$ cat src/exc_macros.svh
`ifndef EXC_MACROS_SVH
`define EXC_MACROS_SVH

////////////////////////////////////////
// Fixed widths of the instruction set
////////////////////////////////////////

// Instruction and address width
`define EXC_WORD_W 32

// Cause code width, as in the MIPS Cause register
`define EXC_CODE_W 5

////////////////////////////////////////
// Pipeline timing
////////////////////////////////////////

// Sampling cycle plus three register edges up to commit
`define EXC_PIPE_DEPTH 4

`endif

$ cat src/excPkg.sv
`default_nettype none

`include "exc_macros.svh"

package excPkg;

	// Cause codes raised along the pipeline
	typedef enum logic [`EXC_CODE_W-1:0] {
		NONE = 5'd0,
		// Address error on load or fetch
		ADEL = 5'd4,
		// Address error on store
		ADES = 5'd5,
		RI   = 5'd10,
		OV   = 5'd12
	} excCodeE;

endpackage

`default_nettype wire

$ cat src/mipsIsaPkg.sv
`default_nettype none

package mipsIsaPkg;

	// Primary opcode field, instr[31:26]
	typedef enum logic [5:0] {
		SPECIAL = 6'h00,
		J       = 6'h02,
		JAL     = 6'h03,
		BEQ     = 6'h04,
		ADDI    = 6'h08,
		ADDIU   = 6'h09,
		ORI     = 6'h0d,
		LUI     = 6'h0f,
		LB      = 6'h20,
		LH      = 6'h21,
		LW      = 6'h23,
		LBU     = 6'h24,
		LHU     = 6'h25,
		SB      = 6'h28,
		SH      = 6'h29,
		SW      = 6'h2b
	} opcodeE;

	// Funct field under SPECIAL, instr[5:0]
	typedef enum logic [5:0] {
		JR   = 6'h08,
		ADD  = 6'h20,
		ADDU = 6'h21,
		SUB  = 6'h22,
		SUBU = 6'h23,
		AND  = 6'h24,
		OR   = 6'h25,
		SLT  = 6'h2a
	} functE;

endpackage

`default_nettype wire

$ cat src/excStageIf.sv
`timescale 1ns/1ps
`default_nettype none

`include "exc_macros.svh"

// One instruction and the exception state it has picked up so far
interface excStageIf;
	logic                   valid;
	logic [`EXC_WORD_W-1:0] pc;
	logic [`EXC_WORD_W-1:0] instr;
	logic                   excGet;
	excPkg::excCodeE        excCode;

	modport producer (output valid, output pc, output instr, output excGet, output excCode);
	modport consumer (input valid, input pc, input instr, input excGet, input excCode);
endinterface

`default_nettype wire

$ cat src/decodeExcChecker.sv
`timescale 1ns/1ps
`default_nettype none

module decodeExcChecker (
	excStageIf.consumer prev,
	excStageIf.producer out
);
	mipsIsaPkg::opcodeE opcode;
	mipsIsaPkg::functE  funct;
	logic               supported;
	logic               riGet;

	assign opcode = mipsIsaPkg::opcodeE'(prev.instr[31:26]);
	assign funct  = mipsIsaPkg::functE'(prev.instr[5:0]);

	// Membership in the supported subset
	always_comb
	begin
		case (opcode)
			mipsIsaPkg::SPECIAL:
			begin
				case (funct)
					mipsIsaPkg::JR,   mipsIsaPkg::ADD, mipsIsaPkg::ADDU,
					mipsIsaPkg::SUB,  mipsIsaPkg::SUBU, mipsIsaPkg::AND,
					mipsIsaPkg::OR,   mipsIsaPkg::SLT:
						supported = 1'b1;
					default:
						supported = 1'b0;
				endcase
			end
			mipsIsaPkg::J,    mipsIsaPkg::JAL,  mipsIsaPkg::BEQ,
			mipsIsaPkg::ADDI, mipsIsaPkg::ADDIU, mipsIsaPkg::ORI,
			mipsIsaPkg::LUI,  mipsIsaPkg::LB,   mipsIsaPkg::LH,
			mipsIsaPkg::LW,   mipsIsaPkg::LBU,  mipsIsaPkg::LHU,
			mipsIsaPkg::SB,   mipsIsaPkg::SH,   mipsIsaPkg::SW:
				supported = 1'b1;
			default:
				supported = 1'b0;
		endcase
	end

	// Only a clean, valid instruction can pick up RI here
	assign riGet = prev.valid && !prev.excGet && !supported;

	assign out.valid  = prev.valid;
	assign out.pc     = prev.pc;
	assign out.instr  = prev.instr;
	assign out.excGet = prev.excGet || riGet;

	always_comb
	begin
		if (prev.excGet)
			out.excCode = prev.excCode;
		else if (riGet)
			out.excCode = excPkg::RI;
		else
			out.excCode = excPkg::NONE;
	end
endmodule

`default_nettype wire

$ cat src/excPipeline.sv
`timescale 1ns/1ps
`default_nettype none

`include "exc_macros.svh"

module excPipeline (
	input  logic                   clk,
	input  logic                   rstN,
	input  logic                   inValid,
	input  logic [`EXC_WORD_W-1:0] inPc,
	input  logic [`EXC_WORD_W-1:0] inInstr,
	input  logic                   overflow,
	input  logic [`EXC_WORD_W-1:0] memAddr,
	output logic                   commitValid,
	output logic                   commitExc,
	output logic [`EXC_CODE_W-1:0] commitCode,
	output logic [`EXC_WORD_W-1:0] commitPc
);
	// Decode, execute and memory registers, the commit register is the last edge
	localparam int numStageRegs = `EXC_PIPE_DEPTH - 1;

	// Index 0 fetch, 1 decode, 2 execute
	excStageIf chkOut [numStageRegs] ();
	// Index 0 decode, 1 execute, 2 memory
	excStageIf stageReg [numStageRegs] ();
	excStageIf memOut ();

	////////////////////////////////////////
	// Stage checkers
	////////////////////////////////////////
	fetchExcChecker fetchChk (
		.inPc    (inPc),
		.inInstr (inInstr),
		.inValid (inValid),
		.out     (chkOut[0])
	);

	decodeExcChecker decodeChk (
		.prev (stageReg[0]),
		.out  (chkOut[1])
	);

	executeExcChecker executeChk (
		.prev     (stageReg[1]),
		.overflow (overflow),
		.out      (chkOut[2])
	);

	memoryExcChecker memoryChk (
		.prev    (stageReg[2]),
		.memAddr (memAddr),
		.out     (memOut)
	);

	////////////////////////////////////////
	// Stage registers
	////////////////////////////////////////
	for (genvar i = 0; i < numStageRegs; i++)
	begin : genStage
		always_ff @(posedge clk or negedge rstN)
		begin
			if (!rstN)
			begin
				stageReg[i].valid   <= 1'b0;
				stageReg[i].excGet  <= 1'b0;
				stageReg[i].excCode <= excPkg::NONE;
			end
			else
			begin
				stageReg[i].valid   <= chkOut[i].valid;
				stageReg[i].excGet  <= chkOut[i].excGet;
				stageReg[i].excCode <= chkOut[i].excCode;
			end
		end

		always_ff @(posedge clk)
		begin
			stageReg[i].pc    <= chkOut[i].pc;
			stageReg[i].instr <= chkOut[i].instr;
		end
	end

	// Commit register
	always_ff @(posedge clk or negedge rstN)
	begin
		if (!rstN)
		begin
			commitValid <= 1'b0;
			commitExc   <= 1'b0;
			commitCode  <= excPkg::NONE;
		end
		else
		begin
			commitValid <= memOut.valid;
			commitExc   <= memOut.excGet;
			commitCode  <= memOut.excCode;
		end
	end

	always_ff @(posedge clk)
	begin
		commitPc <= memOut.pc;
	end
endmodule

`default_nettype wire

$ cat src/executeExcChecker.sv
`timescale 1ns/1ps
`default_nettype none

module executeExcChecker (
	excStageIf.consumer prev,
	input logic         overflow,
	excStageIf.producer out
);
	mipsIsaPkg::opcodeE opcode;
	mipsIsaPkg::functE  funct;
	logic               canOv;
	logic               isLoad;
	logic               isStore;
	logic               ovHit;

	assign opcode = mipsIsaPkg::opcodeE'(prev.instr[31:26]);
	assign funct  = mipsIsaPkg::functE'(prev.instr[5:0]);

	////////////////////////////////////////
	// Instruction class
	////////////////////////////////////////
	always_comb
	begin
		canOv   = 1'b0;
		isLoad  = 1'b0;
		isStore = 1'b0;
		case (opcode)
			mipsIsaPkg::SPECIAL:
			begin
				// Only the trapping forms of add and subtract
				if (funct == mipsIsaPkg::ADD || funct == mipsIsaPkg::SUB)
					canOv = 1'b1;
			end
			mipsIsaPkg::ADDI:
				canOv = 1'b1;
			mipsIsaPkg::LB, mipsIsaPkg::LBU, mipsIsaPkg::LH,
			mipsIsaPkg::LHU, mipsIsaPkg::LW:
				isLoad = 1'b1;
			mipsIsaPkg::SB, mipsIsaPkg::SH, mipsIsaPkg::SW:
				isStore = 1'b1;
			default:
				canOv = 1'b0;
		endcase
	end

	// For loads and stores the flag means address calculation overflow
	assign ovHit = prev.valid && !prev.excGet && overflow && (canOv || isLoad || isStore);

	assign out.valid  = prev.valid;
	assign out.pc     = prev.pc;
	assign out.instr  = prev.instr;
	assign out.excGet = prev.excGet || ovHit;

	always_comb
	begin
		if (prev.excGet)
			out.excCode = prev.excCode;
		else if (ovHit && canOv)
			out.excCode = excPkg::OV;
		else if (ovHit && isStore)
			out.excCode = excPkg::ADES;
		else if (ovHit)
			out.excCode = excPkg::ADEL;
		else
			out.excCode = excPkg::NONE;
	end
endmodule

`default_nettype wire

$ cat src/fetchExcChecker.sv
`timescale 1ns/1ps
`default_nettype none

`include "exc_macros.svh"

module fetchExcChecker (
	input logic [`EXC_WORD_W-1:0] inPc,
	input logic [`EXC_WORD_W-1:0] inInstr,
	input logic                   inValid,
	excStageIf.producer           out
);
	logic pcMisaligned;

	// Instruction words sit on 4-byte boundaries
	assign pcMisaligned = inValid && (inPc[1:0] != 2'b00);

	assign out.valid  = inValid;
	assign out.pc     = inPc;
	assign out.instr  = inInstr;
	assign out.excGet = pcMisaligned;

	always_comb
	begin
		if (pcMisaligned)
			out.excCode = excPkg::ADEL;
		else
			out.excCode = excPkg::NONE;
	end
endmodule

`default_nettype wire

$ cat src/memoryExcChecker.sv
`timescale 1ns/1ps
`default_nettype none

`include "exc_macros.svh"

module memoryExcChecker (
	excStageIf.consumer           prev,
	input logic [`EXC_WORD_W-1:0] memAddr,
	excStageIf.producer           out
);
	mipsIsaPkg::opcodeE opcode;
	logic               isLoad;
	logic               isStore;
	logic               isWord;
	logic               isHalf;
	logic               misaligned;
	logic               alignHit;

	assign opcode = mipsIsaPkg::opcodeE'(prev.instr[31:26]);

	// Access direction and size
	always_comb
	begin
		isLoad  = 1'b0;
		isStore = 1'b0;
		isWord  = 1'b0;
		isHalf  = 1'b0;
		case (opcode)
			mipsIsaPkg::LW:
			begin
				isLoad = 1'b1;
				isWord = 1'b1;
			end
			mipsIsaPkg::LH, mipsIsaPkg::LHU:
			begin
				isLoad = 1'b1;
				isHalf = 1'b1;
			end
			mipsIsaPkg::LB, mipsIsaPkg::LBU:
				isLoad = 1'b1;
			mipsIsaPkg::SW:
			begin
				isStore = 1'b1;
				isWord  = 1'b1;
			end
			mipsIsaPkg::SH:
			begin
				isStore = 1'b1;
				isHalf  = 1'b1;
			end
			mipsIsaPkg::SB:
				isStore = 1'b1;
			default:
				isLoad = 1'b0;
		endcase
	end

	// Bytes are never misaligned
	assign misaligned = (isWord && (memAddr[1:0] != 2'b00)) || (isHalf && memAddr[0]);
	assign alignHit   = prev.valid && !prev.excGet && (isLoad || isStore) && misaligned;

	assign out.valid  = prev.valid;
	assign out.pc     = prev.pc;
	assign out.instr  = prev.instr;
	assign out.excGet = prev.excGet || alignHit;

	always_comb
	begin
		if (prev.excGet)
			out.excCode = prev.excCode;
		else if (alignHit && isStore)
			out.excCode = excPkg::ADES;
		else if (alignHit)
			out.excCode = excPkg::ADEL;
		else
			out.excCode = excPkg::NONE;
	end
endmodule

`default_nettype wire

$ cat config.mk
export PLATFORM = sky130hd
export DESIGN_NAME = excPipeline
export DESIGN_NICKNAME = d
export VERILOG_FILES = /design/src/excPkg.sv /design/src/mipsIsaPkg.sv /design/src/excStageIf.sv /design/src/decodeExcChecker.sv /design/src/excPipeline.sv /design/src/executeExcChecker.sv /design/src/fetchExcChecker.sv /design/src/memoryExcChecker.sv
export VERILOG_INCLUDE_DIRS = /design/src
export SDC_FILE = /design/constraint.sdc
export NUM_CORES = 1
export LEC_CHECK = 0
export BUFFER_PORTS_ARGS = -buffer_cell sky130_fd_sc_hd__buf_2
export CAP_MARGIN = 20
export CORE_ASPECT_RATIO = 1.5
export CORE_MARGIN = 5
export CORE_UTILIZATION = 47
export DETAILED_ROUTE_END_ITERATION = 7
export GPL_ROUTABILITY_DRIVEN = 0
export PLACE_DENSITY = 0.76
export SYNTH_ARGS = -nofsm -noshare
export SYNTH_HDL_FRONTEND = slang
export SYNTH_SLANG_ARGS = --single-unit
$ cat constraint.sdc
create_clock -name clk -period 2.3 [get_ports clk]
set_clock_uncertainty 0.1 [all_clocks]
set_input_delay 0.575 -clock clk [delete_from_list [all_inputs] [get_ports clk]]
set_output_delay 0.575 -clock clk [all_outputs]
set_load 0.1 [all_outputs]
==> summary.md <==
| Metric | Value |
|---|---|
| Outcome | finished clean |
| Antenna-violating nets left | 0 |
| Post-detail-place hpwl | 3.85 mm |
| CP arrival | 1.14 ns |
| Clk slew on worst S/H paths | 0.06 ns |
| Nets | 438 |
| Post-layout min period | 1.82 ns |
| Layout cells sized above 1 | 33.9% |
| Synth area leader | dfxtp_1 |
| Row count | 41 |
| CP max FO | 1 |
| Post-synth top area share | 79.7% |
| Core Region | 8310 sq um |
| Hold/Removal Path Class | in -> reg |
| Max Cap Viol | 0 |
| CTS buffer count | 17 |
| Syn nets | 332 |
| Worst path slowest cell | buf_2 |
| Ranking of synthesized cells by area | dfxtp_1 (80%), dfrtp_1 (11%), nand2_1 (0.57%), nand3b_1 (0.57%), a21oi_1 (0.51%) |
| Worst-Skew Late Latency | 0.40 ns |
| Commonest non-fill, non-tap cell in the layout | dfxtp_1 |
| Clk root buf | clkbuf_16 |
| Drt pass-1 iters | 4 |
| Routed Wire Length | 5.42 mm |
| Final design utilization | 61.4% |
| CP required | 1.62 ns |
| Synth Instances | 232 |
| CP Launch Point | commitPc[28] |
| Die Y | 122 um |
| Slew Limit Fails | 0 |
| Finished Layout Cells | 458 |
| Leakage power | 2.33 nW |
| Post-synth cell types | 30 |
| Period utilisation layout | 79.0% |
| CTS tree | yes |
| Layout Area Growth over Synthesis | 29.4% |
| Ant diodes | 0 |
| Initial core utilization | 47.5% |
| DRC | 0 |
| Boundary pin count | 139 |
| WS Path Type | reg -> out |
| Post-CTS Setup Bufs | 0 |
| FILL cells | 682 |
| Crit-path cells | buf_2 |
| Die area | 10400 sq um |
| Initial antenna violation count | 0 |
| All-Layer GR Usage | 11.6% |
| First-pass GRT wire length | 8.90 mm |
| Worst hold slack | 0.169 ns |
| Via-per-instance ratio | 4.23 |
| Worst setup EP type | output pin |
| PD cells | 1240 nW/um^2 |
| DR iter-0 viols | 45 |
| Count of final hold-check violations | 0 |
| Total gr overflow | 0 |
| Hold buffer count at cts | 1 |
| Worst reg2reg startpoint | stageReg[0].instr[29] |
| Vias | 1936 |
| H-tree depth | 4 |
| Max VDD drop | 0.00101 V |
| Fmax | 551 MHz |
| Vias in the first global route | 2089 |
| Mapped Area | 3940 sq um |
| Chip width | 84.8 um |
| Sink Count | 175 |
| CP Buf/Inv Count | 1 |
| Pin count of the biggest net entering global routing | 19 |
| # port buffers | 87 |
| Finish-stage setup viols | 0 |
| WL/cell | 11.8 um |
| Yosys warns | 0 |
| Clock Path Buffers | 2 |
| Slowest stage delay, CP | 0.42 ns |
| HP Start | inInstr[4] |
| Startpoint types | flop |
| Most frequent cells in the layout | dfxtp_1 (157), buf_2 (87), clkbuf_16 (18), dfrtp_1 (18), nand2_1 (6) |
| Syn avg cell area | 17.0 sq um |
| Post-route setup TNS | 0 ns |
| Worst path top cell family by delay | buffers and inverters |
| Post-synthesis sequential area ratio | 91.1% |
| Flops & latches, synth | 175 |
| Cts repair resizes | 0 |
| RSZ-0062 raised after global routing | false |
| Post-Place Cells | 425 |
==> through the flow <==
| step | total power, mW | setup slack (ns) | instance area [sq um] |
|---|---|---|---|
| after floorplan | 3.61 | 0.708 | 3940 |
| after global placement | 3.70 | 0.650 | 4510 |
| after detailed placement | 3.72 | 0.644 | 4510 |
| after CTS | 6.44 | 0.449 | 5100 |
| after global routing | 6.60 | 0.420 | 5100 |
| final | 6.35 | 0.484 | 5100 |
==> per-layer routing <==
metal | share of wire, % | global-route usage, % | up-vias
li1 | - | - | 969
met1 | 31 | 9.65 | 895
met2 | 57 | 21.5 | 59
met3 | 9.6 | 6.22 | 13
met4 | 1.9 | 6.24 | 0
met5 | 0 | 0 | -
==> final cells by class <==
type	instances	area, sq um	share of cell area [%]
inverter	3	11.3	0.221
multi-input combinational	53	332	6.50
clock inverter	11	105	2.06
clock buffer	21	482	9.44
timing repair buffer	88	445	8.73
tap	107	134	2.62
sequential	175	3590	70.4
==> worst reg2reg max path, stage by stage (launching register included) <==
cell and delay [ns]:
dfxtp_1 0.37, or4_1 0.47, or4_1 0.44, a21o_1 0.18
==> where the power goes <==
group / internal [mW] / switching (mW)
Clock: 1.62 / 1.08
Combinational: 0.0747 / 0.318
Sequential: 3.20 / 0.0514
==> cell usage after synthesis (all sizes together) <==
master     n
nor2b      2
xor2       1
and3b      1
dfrtp     18
nand3b     3
nor4bb     2
or2        1
nand3      3
a21oi      4
or4        2
nor3b      1
nor2       3
nor3       1
a21o       2
nand4bb    1
nor4       1
a211oi     2
dfxtp    157
nand2b     3
o22ai      1
inv        3
nand2      6
conb       1
o21ai      4
nor4b      1
a41o       1
o31ai      2
o21a       1
buf        1
and2       3
==> state kept, by name (all words and copies together) (netlist names) <==
| register | flops |
|---|---|
| commitExc | 1 |
| stageReg.valid | 3 |
| stageReg.excGet | 2 |
| commitCode | 4 |
| stageReg.excCode | 7 |
| commitValid | 1 |
| commitPc | 32 |
| stageReg.pc | 96 |
| stageReg.instr | 29 |
==> kinds of logic (layout without fill, tap and decap cells) <==
group	Yosys count	count (layout)	synth area share (%)
compound gates	17	17	2.76
other cells	1	1	0.0951
simple gates	34	34	5.33
flops	175	175	91.1
buf+inv	4	123	0.476
xor+xnor	1	1	0.222
==> final timing paths <==
kind / end / slack [ns] / cells after the start
setup / recovery: commitPc[28] / 0.48 / 1
hold / removal: stageReg[0].instr[4] / 0.17 / 1
setup reg to reg: stageReg[1].excGet / 0.63 / 3
hold reg to reg: commitPc[10] / 0.22 / 0
max in group asynchronous: stageReg[1].excGet / 1.30 / 2
min in group asynchronous: commitCode[2] / 0.53 / 2
(Power assumes the default switching activity.)
